**src/hdl/bfs_reduce_pkg.sv**
```systemverilog
// default sizes for the BFS min reducer; the lane count must be a power of two of at least 2.
package bfs_reduce_pkg;

    // edge lanes reduced per cycle.
    localparam int default_lanes = 16;

    // one lane value, the BFS level or distance.
    localparam int default_value_width = 32;

    // accumulator id carried with each lane.
    localparam int default_acc_id_width = 4;

    // sideband destination channels.
    localparam int default_dst_channels = 4;
    localparam int default_dst_id_width = 32;
    localparam int default_mask_width   = 8;

    // number of prefix levels for a lane count, i.e. log2(lanes).
    // rounds up when lanes is not a power of two. the top level rejects that case.
    function automatic int level_count(input int lanes);
        int n;
        n = 0;
        while ((1 << n) < lanes) begin
            n++;
        end
        return n;
    endfunction

endpackage

```
**src/hdl/reduce_stage_if.sv**
```systemverilog
// one level's lane and sideband bundle; no handshake, every field is valid in the same cycle.
interface reduce_stage_if #(
    parameter int lanes        = bfs_reduce_pkg::default_lanes,
    parameter int value_width  = bfs_reduce_pkg::default_value_width,
    parameter int acc_id_width = bfs_reduce_pkg::default_acc_id_width,
    parameter int dst_channels = bfs_reduce_pkg::default_dst_channels,
    parameter int dst_id_width = bfs_reduce_pkg::default_dst_id_width,
    parameter int mask_width   = bfs_reduce_pkg::default_mask_width
);

    // edge lanes, lane 0 in the low bits.
    logic [lanes*value_width-1:0]  vals;
    logic [lanes*acc_id_width-1:0] ids;
    logic                          src_valid;   // strobe for the whole lane word.

    // destination channels, channel 0 in the low bits.
    logic [dst_channels*dst_id_width-1:0] dst_id;
    logic [dst_channels*mask_width-1:0]   src_mask;
    logic [dst_channels-1:0]              dst_valid;   // one strobe per channel.

    modport producer (
        output vals,
        output ids,
        output src_valid,
        output dst_id,
        output src_mask,
        output dst_valid
    );

    modport consumer (
        input vals,
        input ids,
        input src_valid,
        input dst_id,
        input src_mask,
        input dst_valid
    );

endinterface

```
**src/hdl/reduce_stage.sv**
```systemverilog
// one prefix level, one cycle of latency; level must lie below log2(lanes), no stall input.
module reduce_stage #(
    parameter int level        = 0,
    parameter int lanes        = bfs_reduce_pkg::default_lanes,
    parameter int value_width  = bfs_reduce_pkg::default_value_width,
    parameter int acc_id_width = bfs_reduce_pkg::default_acc_id_width,
    parameter int dst_channels = bfs_reduce_pkg::default_dst_channels,
    parameter int dst_id_width = bfs_reduce_pkg::default_dst_id_width,
    parameter int mask_width   = bfs_reduce_pkg::default_mask_width
) (
    input logic              clk,
    input logic              rst,
    reduce_stage_if.consumer up,
    reduce_stage_if.producer down
);

    import bfs_reduce_pkg::*;

    localparam int half  = 1 << level;   // lanes in each half of a block.
    localparam int block = half << 1;

    // unpacked views of the incoming lanes.
    logic [value_width-1:0]  val_in  [lanes];
    logic [acc_id_width-1:0] id_in   [lanes];
    logic [value_width-1:0]  val_nxt [lanes];

    // bit i set when lane i has the same id as lane i-1.
    logic [lanes-1:1] same_left;

    logic [lanes*value_width-1:0]         vals_q;
    logic [lanes*acc_id_width-1:0]        ids_q;
    logic                                 src_valid_q;
    logic [dst_channels*dst_id_width-1:0] dst_id_q;
    logic [dst_channels*mask_width-1:0]   src_mask_q;
    logic [dst_channels-1:0]              dst_valid_q;

    if (level < 0 || level >= level_count(lanes)) begin : g_bad_level
        $error("reduce_stage: level %0d out of range for %0d lanes", level, lanes);
    end

    for (genvar i = 0; i < lanes; i++) begin : g_lane
        localparam int base    = (i / block) * block;
        localparam int partner = base + half - 1;   // top lane of the lower half.

        assign val_in[i] = up.vals[i*value_width +: value_width];
        assign id_in[i]  = up.ids[i*acc_id_width +: acc_id_width];

        if (i > 0) begin : g_rest
            assign same_left[i] = (id_in[i] == id_in[i-1]);
        end

        if (i - base >= half) begin : g_upper
            logic joined;
            logic take;

            // equal end ids are not enough when an id repeats further apart.
            // the run must stay unbroken all the way down to the partner.
            assign joined = &same_left[i -: (i - partner)];

            // lower value wins only when strictly smaller.
            assign take       = joined && (val_in[partner] < val_in[i]);
            assign val_nxt[i] = take ? val_in[partner] : val_in[i];
        end else begin : g_lower
            assign val_nxt[i] = val_in[i];   // lower half just registers.
        end
    end

    always_ff @(posedge clk) begin
        if (rst) begin
            vals_q      <= '0;
            ids_q       <= '0;
            src_valid_q <= 1'b0;
            dst_id_q    <= '0;
            src_mask_q  <= '0;
            dst_valid_q <= '0;
        end else begin
            for (int i = 0; i < lanes; i++) begin
                vals_q[i*value_width +: value_width] <= val_nxt[i];
            end
            ids_q       <= up.ids;          // ids never change along the path.
            src_valid_q <= up.src_valid;

            // sideband rides along so it stays aligned with the lanes.
            dst_id_q    <= up.dst_id;
            src_mask_q  <= up.src_mask;
            dst_valid_q <= up.dst_valid;
        end
    end

    assign down.vals      = vals_q;
    assign down.ids       = ids_q;
    assign down.src_valid = src_valid_q;
    assign down.dst_id    = dst_id_q;
    assign down.src_mask  = src_mask_q;
    assign down.dst_valid = dst_valid_q;

endmodule

```
**src/flat_wrapper.sv**
```systemverilog
// flat-port wrapper written by rule: the top's interface ports become plain ports
module reduce_stage_flat import bfs_reduce_pkg::*;
#(
    parameter int level        = 0,
    parameter int lanes        = bfs_reduce_pkg::default_lanes,
    parameter int value_width  = bfs_reduce_pkg::default_value_width,
    parameter int acc_id_width = bfs_reduce_pkg::default_acc_id_width,
    parameter int dst_channels = bfs_reduce_pkg::default_dst_channels,
    parameter int dst_id_width = bfs_reduce_pkg::default_dst_id_width,
    parameter int mask_width   = bfs_reduce_pkg::default_mask_width
)
  (clk, rst, up_vals, up_ids, up_src_valid, up_dst_id, up_src_mask, up_dst_valid, down_vals, down_ids, down_src_valid, down_dst_id, down_src_mask, down_dst_valid);
  reduce_stage_if #(.lanes(lanes), .value_width(value_width), .acc_id_width(acc_id_width), .dst_channels(dst_channels), .dst_id_width(dst_id_width), .mask_width(mask_width)) up_i ();
  reduce_stage_if #(.lanes(lanes), .value_width(value_width), .acc_id_width(acc_id_width), .dst_channels(dst_channels), .dst_id_width(dst_id_width), .mask_width(mask_width)) down_i ();
  input logic clk;
  input logic rst;
  input wire logic [$bits(up_i.vals)-1:0] up_vals;
  input wire logic [$bits(up_i.ids)-1:0] up_ids;
  input wire logic [$bits(up_i.src_valid)-1:0] up_src_valid;
  input wire logic [$bits(up_i.dst_id)-1:0] up_dst_id;
  input wire logic [$bits(up_i.src_mask)-1:0] up_src_mask;
  input wire logic [$bits(up_i.dst_valid)-1:0] up_dst_valid;
  output wire logic [$bits(down_i.vals)-1:0] down_vals;
  output wire logic [$bits(down_i.ids)-1:0] down_ids;
  output wire logic [$bits(down_i.src_valid)-1:0] down_src_valid;
  output wire logic [$bits(down_i.dst_id)-1:0] down_dst_id;
  output wire logic [$bits(down_i.src_mask)-1:0] down_src_mask;
  output wire logic [$bits(down_i.dst_valid)-1:0] down_dst_valid;
  assign up_i.vals = up_vals;
  assign up_i.ids = up_ids;
  assign up_i.src_valid = up_src_valid;
  assign up_i.dst_id = up_dst_id;
  assign up_i.src_mask = up_src_mask;
  assign up_i.dst_valid = up_dst_valid;
  assign down_vals = down_i.vals;
  assign down_ids = down_i.ids;
  assign down_src_valid = down_i.src_valid;
  assign down_dst_id = down_i.dst_id;
  assign down_src_mask = down_i.src_mask;
  assign down_dst_valid = down_i.dst_valid;
  reduce_stage #(.level(level), .lanes(lanes), .value_width(value_width), .acc_id_width(acc_id_width), .dst_channels(dst_channels), .dst_id_width(dst_id_width), .mask_width(mask_width)) u_core (.clk(clk), .rst(rst), .up(up_i), .down(down_i));
endmodule
```
**config.mk**
```make
export PLATFORM = sky130hd
export DESIGN_NAME = reduce_stage_flat
export DESIGN_NICKNAME = d
export VERILOG_FILES = /design/src/hdl/bfs_reduce_pkg.sv /design/src/hdl/reduce_stage_if.sv /design/src/hdl/reduce_stage.sv /design/src/flat_wrapper.sv
export SDC_FILE = /design/constraint.sdc
export NUM_CORES = 1
export LEC_CHECK = 0
export CAP_MARGIN = 30
export CELL_PAD_IN_SITES_DETAIL_PLACEMENT = 1
export CELL_PAD_IN_SITES_GLOBAL_PLACEMENT = 2
export CORE_AREA = 2 2 574 576
export CTS_BUF_LIST = sky130_fd_sc_hd__clkbuf_16
export DETAILED_ROUTE_END_ITERATION = 8
export DIE_AREA = 0 0 576 578
export DONT_BUFFER_PORTS = 1
export GPL_ROUTABILITY_DRIVEN = 0
export HOLD_SLACK_MARGIN = 0.02
export PLACE_DENSITY = 0.4
export SLEW_MARGIN = 20
export SYNTH_ARGS = -nofsm -noshare
export SYNTH_HDL_FRONTEND = slang
export SYNTH_SLANG_ARGS = --single-unit
export TNS_END_PERCENT = 10
```
**constraint.sdc**
```tcl
create_clock -name clk -period 5.63 [get_ports clk]
set_input_delay 1.126 -clock clk [delete_from_list [all_inputs] [get_ports clk]]
set_output_delay 1.126 -clock clk [all_outputs]
set_load 0.03 [all_outputs]
```
==> flow_summary.json <==
{
  "initialDrtViolationCount": 719,
  "cts_buffers": 102,
  "yosysTopAreaCell": "dfxtp_1",
  "die_y_um": 578,
  "cp.arrival_ns": 4.02,
  "setup_viol": 0,
  "routed-wl-met2_um": 116000,
  "postLayoutCellArea_um2": 37500,
  "route.antenna.remaining_nets": 0,
  "syn_inst": 2774,
  "rows": 210,
  "final_cells": 7290,
  "drv_cap": 0,
  "yosys.cell_count.top_type": "dfxtp_1",
  "violations": "slew limit",
  "post-cts-setup-buffers": 0,
  "ys_types": 33,
  "dp_cells": 7034,
  "yosys_warnings": 0,
  "critPathMaxFanout": 27,
  "finalWirelength_um": 232000,
  "cts_root_buf": "clkbuf_16",
  "placed_area_um2": 34000,
  "area_growth_pct": 29.7,
  "startpoint_type": "input port",
  "setup_slack_ns": 2.26,
  "initial_core_util_pct": 8.86,
  "finalMaxSlewViolations": 285,
  "grt_pass1_vias": 22478,
  "ys_seq_elements": 741,
  "yosys-top-cells-count": "dfxtp_1, nor2b_1, nor2_1, ha_1, inv_1",
  "cts_hold_buf": 0,
  "nNetsFinal": 3784,
  "synth_edf_count": 0,
  "pin_count": 1484,
  "routed-wl-met3_um": 30700,
  "fin_crit_sh_pct": 59.8,
  "yosysTopAreaCellShare_pct": 51.3,
  "ctsResizeCount": 0,
  "peakVddDrop_v": 0.000209,
  "clockBufferDepth": 4,
  "worstHoldPathType": "in -> reg",
  "routed.top_layer": "met5",
  "via_count": 21138,
  "fmax_mhz": 297,
  "core_area_um2": 326000,
  "hold_violations": 0,
  "postSynthAreaPerCell_um2": 10.4,
  "hpwlAfterDp_um": 204000,
  "track_usage_pct": 13.4,
  "io_buffers": 0,
  "drt_first_pass_iters": 4,
  "grt_pass1_wl_um": 283000,
  "endpoint_kind": "flip-flop",
  "grt-ovfl-total": 0,
  "antenna_found_initial": 229,
  "via_per_inst": 2.90,
  "p_leak_nw": 14.7,
  "fin_total_pwr_mw": 14.1,
  "wire_per_inst_um": 31.8,
  "drc": 0,
  "grt_max_degree": 742,
  "ys_seq_area_share_pct": 51.3,
  "htree_levels": 3,
  "clkSlewWorstSetupHoldPaths_ns": 0.06,
  "dp_slack_ns": 1.23,
  "min_period_ns": 3.37,
  "tns_ns": 0,
  "cts_tree": "built",
  "met1_length_um": 73800,
  "relSlewSlack_pct": -6.60,
  "status": "finished with violations",
  "syn_area_um2": 28900,
  "p_per_area_nw_per_um2": 377,
  "die_area_um2": 333000,
  "async_flop_share_pct": 0,
  "cp_data_required_time_ns": 6.28,
  "syn_nets": 3765,
  "rsz0062_at_grt": "no",
  "tightest_slew_ns": 1.60,
  "cts.sinks": 741,
  "drive_gt1_share_pct": 10.3,
  "die_x_um": 576,
  "num-fill-cells": 38180,
  "synth_area_leaders": "dfxtp_1, nor2b_1, ha_1",
  "critPathKind": "in -> reg",
  "synthFlopType": "dfxtp_1"
}
-- sequential cells by signal, indices dropped and copies added (netlist names) --
name	cells
u_core.down.vals	512
u_core.down.src_valid	1
u_core.down.dst_valid	4
u_core.down.dst_id	128
u_core.down.ids	64
u_core.down.src_mask	32
-- metal layers --
metal	global-route usage, %	vias up
met5	0	-
met4	4.59	74
met3	8.05	581
met2	24.4	1401
met1	12.2	9940
li1	-	9142
-- logic make-up (layout without fill, tap and decap cells) --
family | after synthesis | in the layout | share of synthesized area, %
fa+ha+maj | 248 | 248 | 10.7
buf+inv | 354 | 454 | 5.22
other cells | 0 | 70 | 0
mux | 256 | 256 | 9.97
xor+xnor | 32 | 32 | 0.970
compound gates | 206 | 206 | 4.23
flops | 741 | 741 | 51.3
simple gates | 937 | 937 | 17.6
-- cells in the final DEF, fill, tap and decap left out, drive strengths merged, types with 8 or more instances in the layout --
cell type,n
nand3,24
clkinvlp,8
diode,70
o311ai,8
a21oi,104
mux2,256
clkbuf,103
nand2,70
buf,20
dfxtp,741
a211oi,10
xnor2,24
inv,267
xor2,8
clkinv,44
nor3,10
nor4,12
bufinv,11
nor2,276
a21o,14
nand4,26
nor3b,8
o211ai,10
ha,248
o21ai,48
nor2b,501
-- worst max-delay path: stages --
cell and delay (ns):
inv_1 0.04, ha_1 0.29, a21oi_1 0.14, o21ai_0 0.24
a21oi_1 0.56, a31oi_1 0.27, nor4_4 0.43, buf_4 0.50
mux2_1 0.38
-- where the power goes --
group	switching (mW)	leakage (nW)	internal [mW]	total, mW
logic	0.586	6.91	0.402	0.988
registers	0.947	6.18	5.56	6.51
clock network	2.79	1.67	3.85	6.65
total	4.33	14.7	9.82	14.1
-- stage by stage --
step / hold slack [ns] / utilization [%]
2_1_floorplan: 1.25 / -
3_3_place_gp: 1.25 / 10.4
3_5_place_dp: 1.25 / 10.4
4_1_cts: 0.294 / 11.4
5_1_grt: 0.345 / 11.4
6_report: 0.412 / 11.5
-- worst paths after layout --
path	from	endpoint	slack, ns	depth (start not counted)
worst max-delay path	up_vals[487]	u_core.down.vals[482]	2.26	9
worst min-delay path	up_dst_id[84]	u_core.down.dst_id[84]	0.41	1
-- layout make-up --
cell class,count,area (um^2),share of cell area (%)
clock inverters,82,772,2.06
diodes,70,175,0.467
inverters,248,931,2.48
repair buffers,21,171,0.457
multi-input cells,1679,12600,33.6
clock buffers,103,2580,6.88
flip-flops and latches,741,14800,39.6
well taps,4346,5440,14.5
Note: power is estimated with default switching activity, not from simulation.
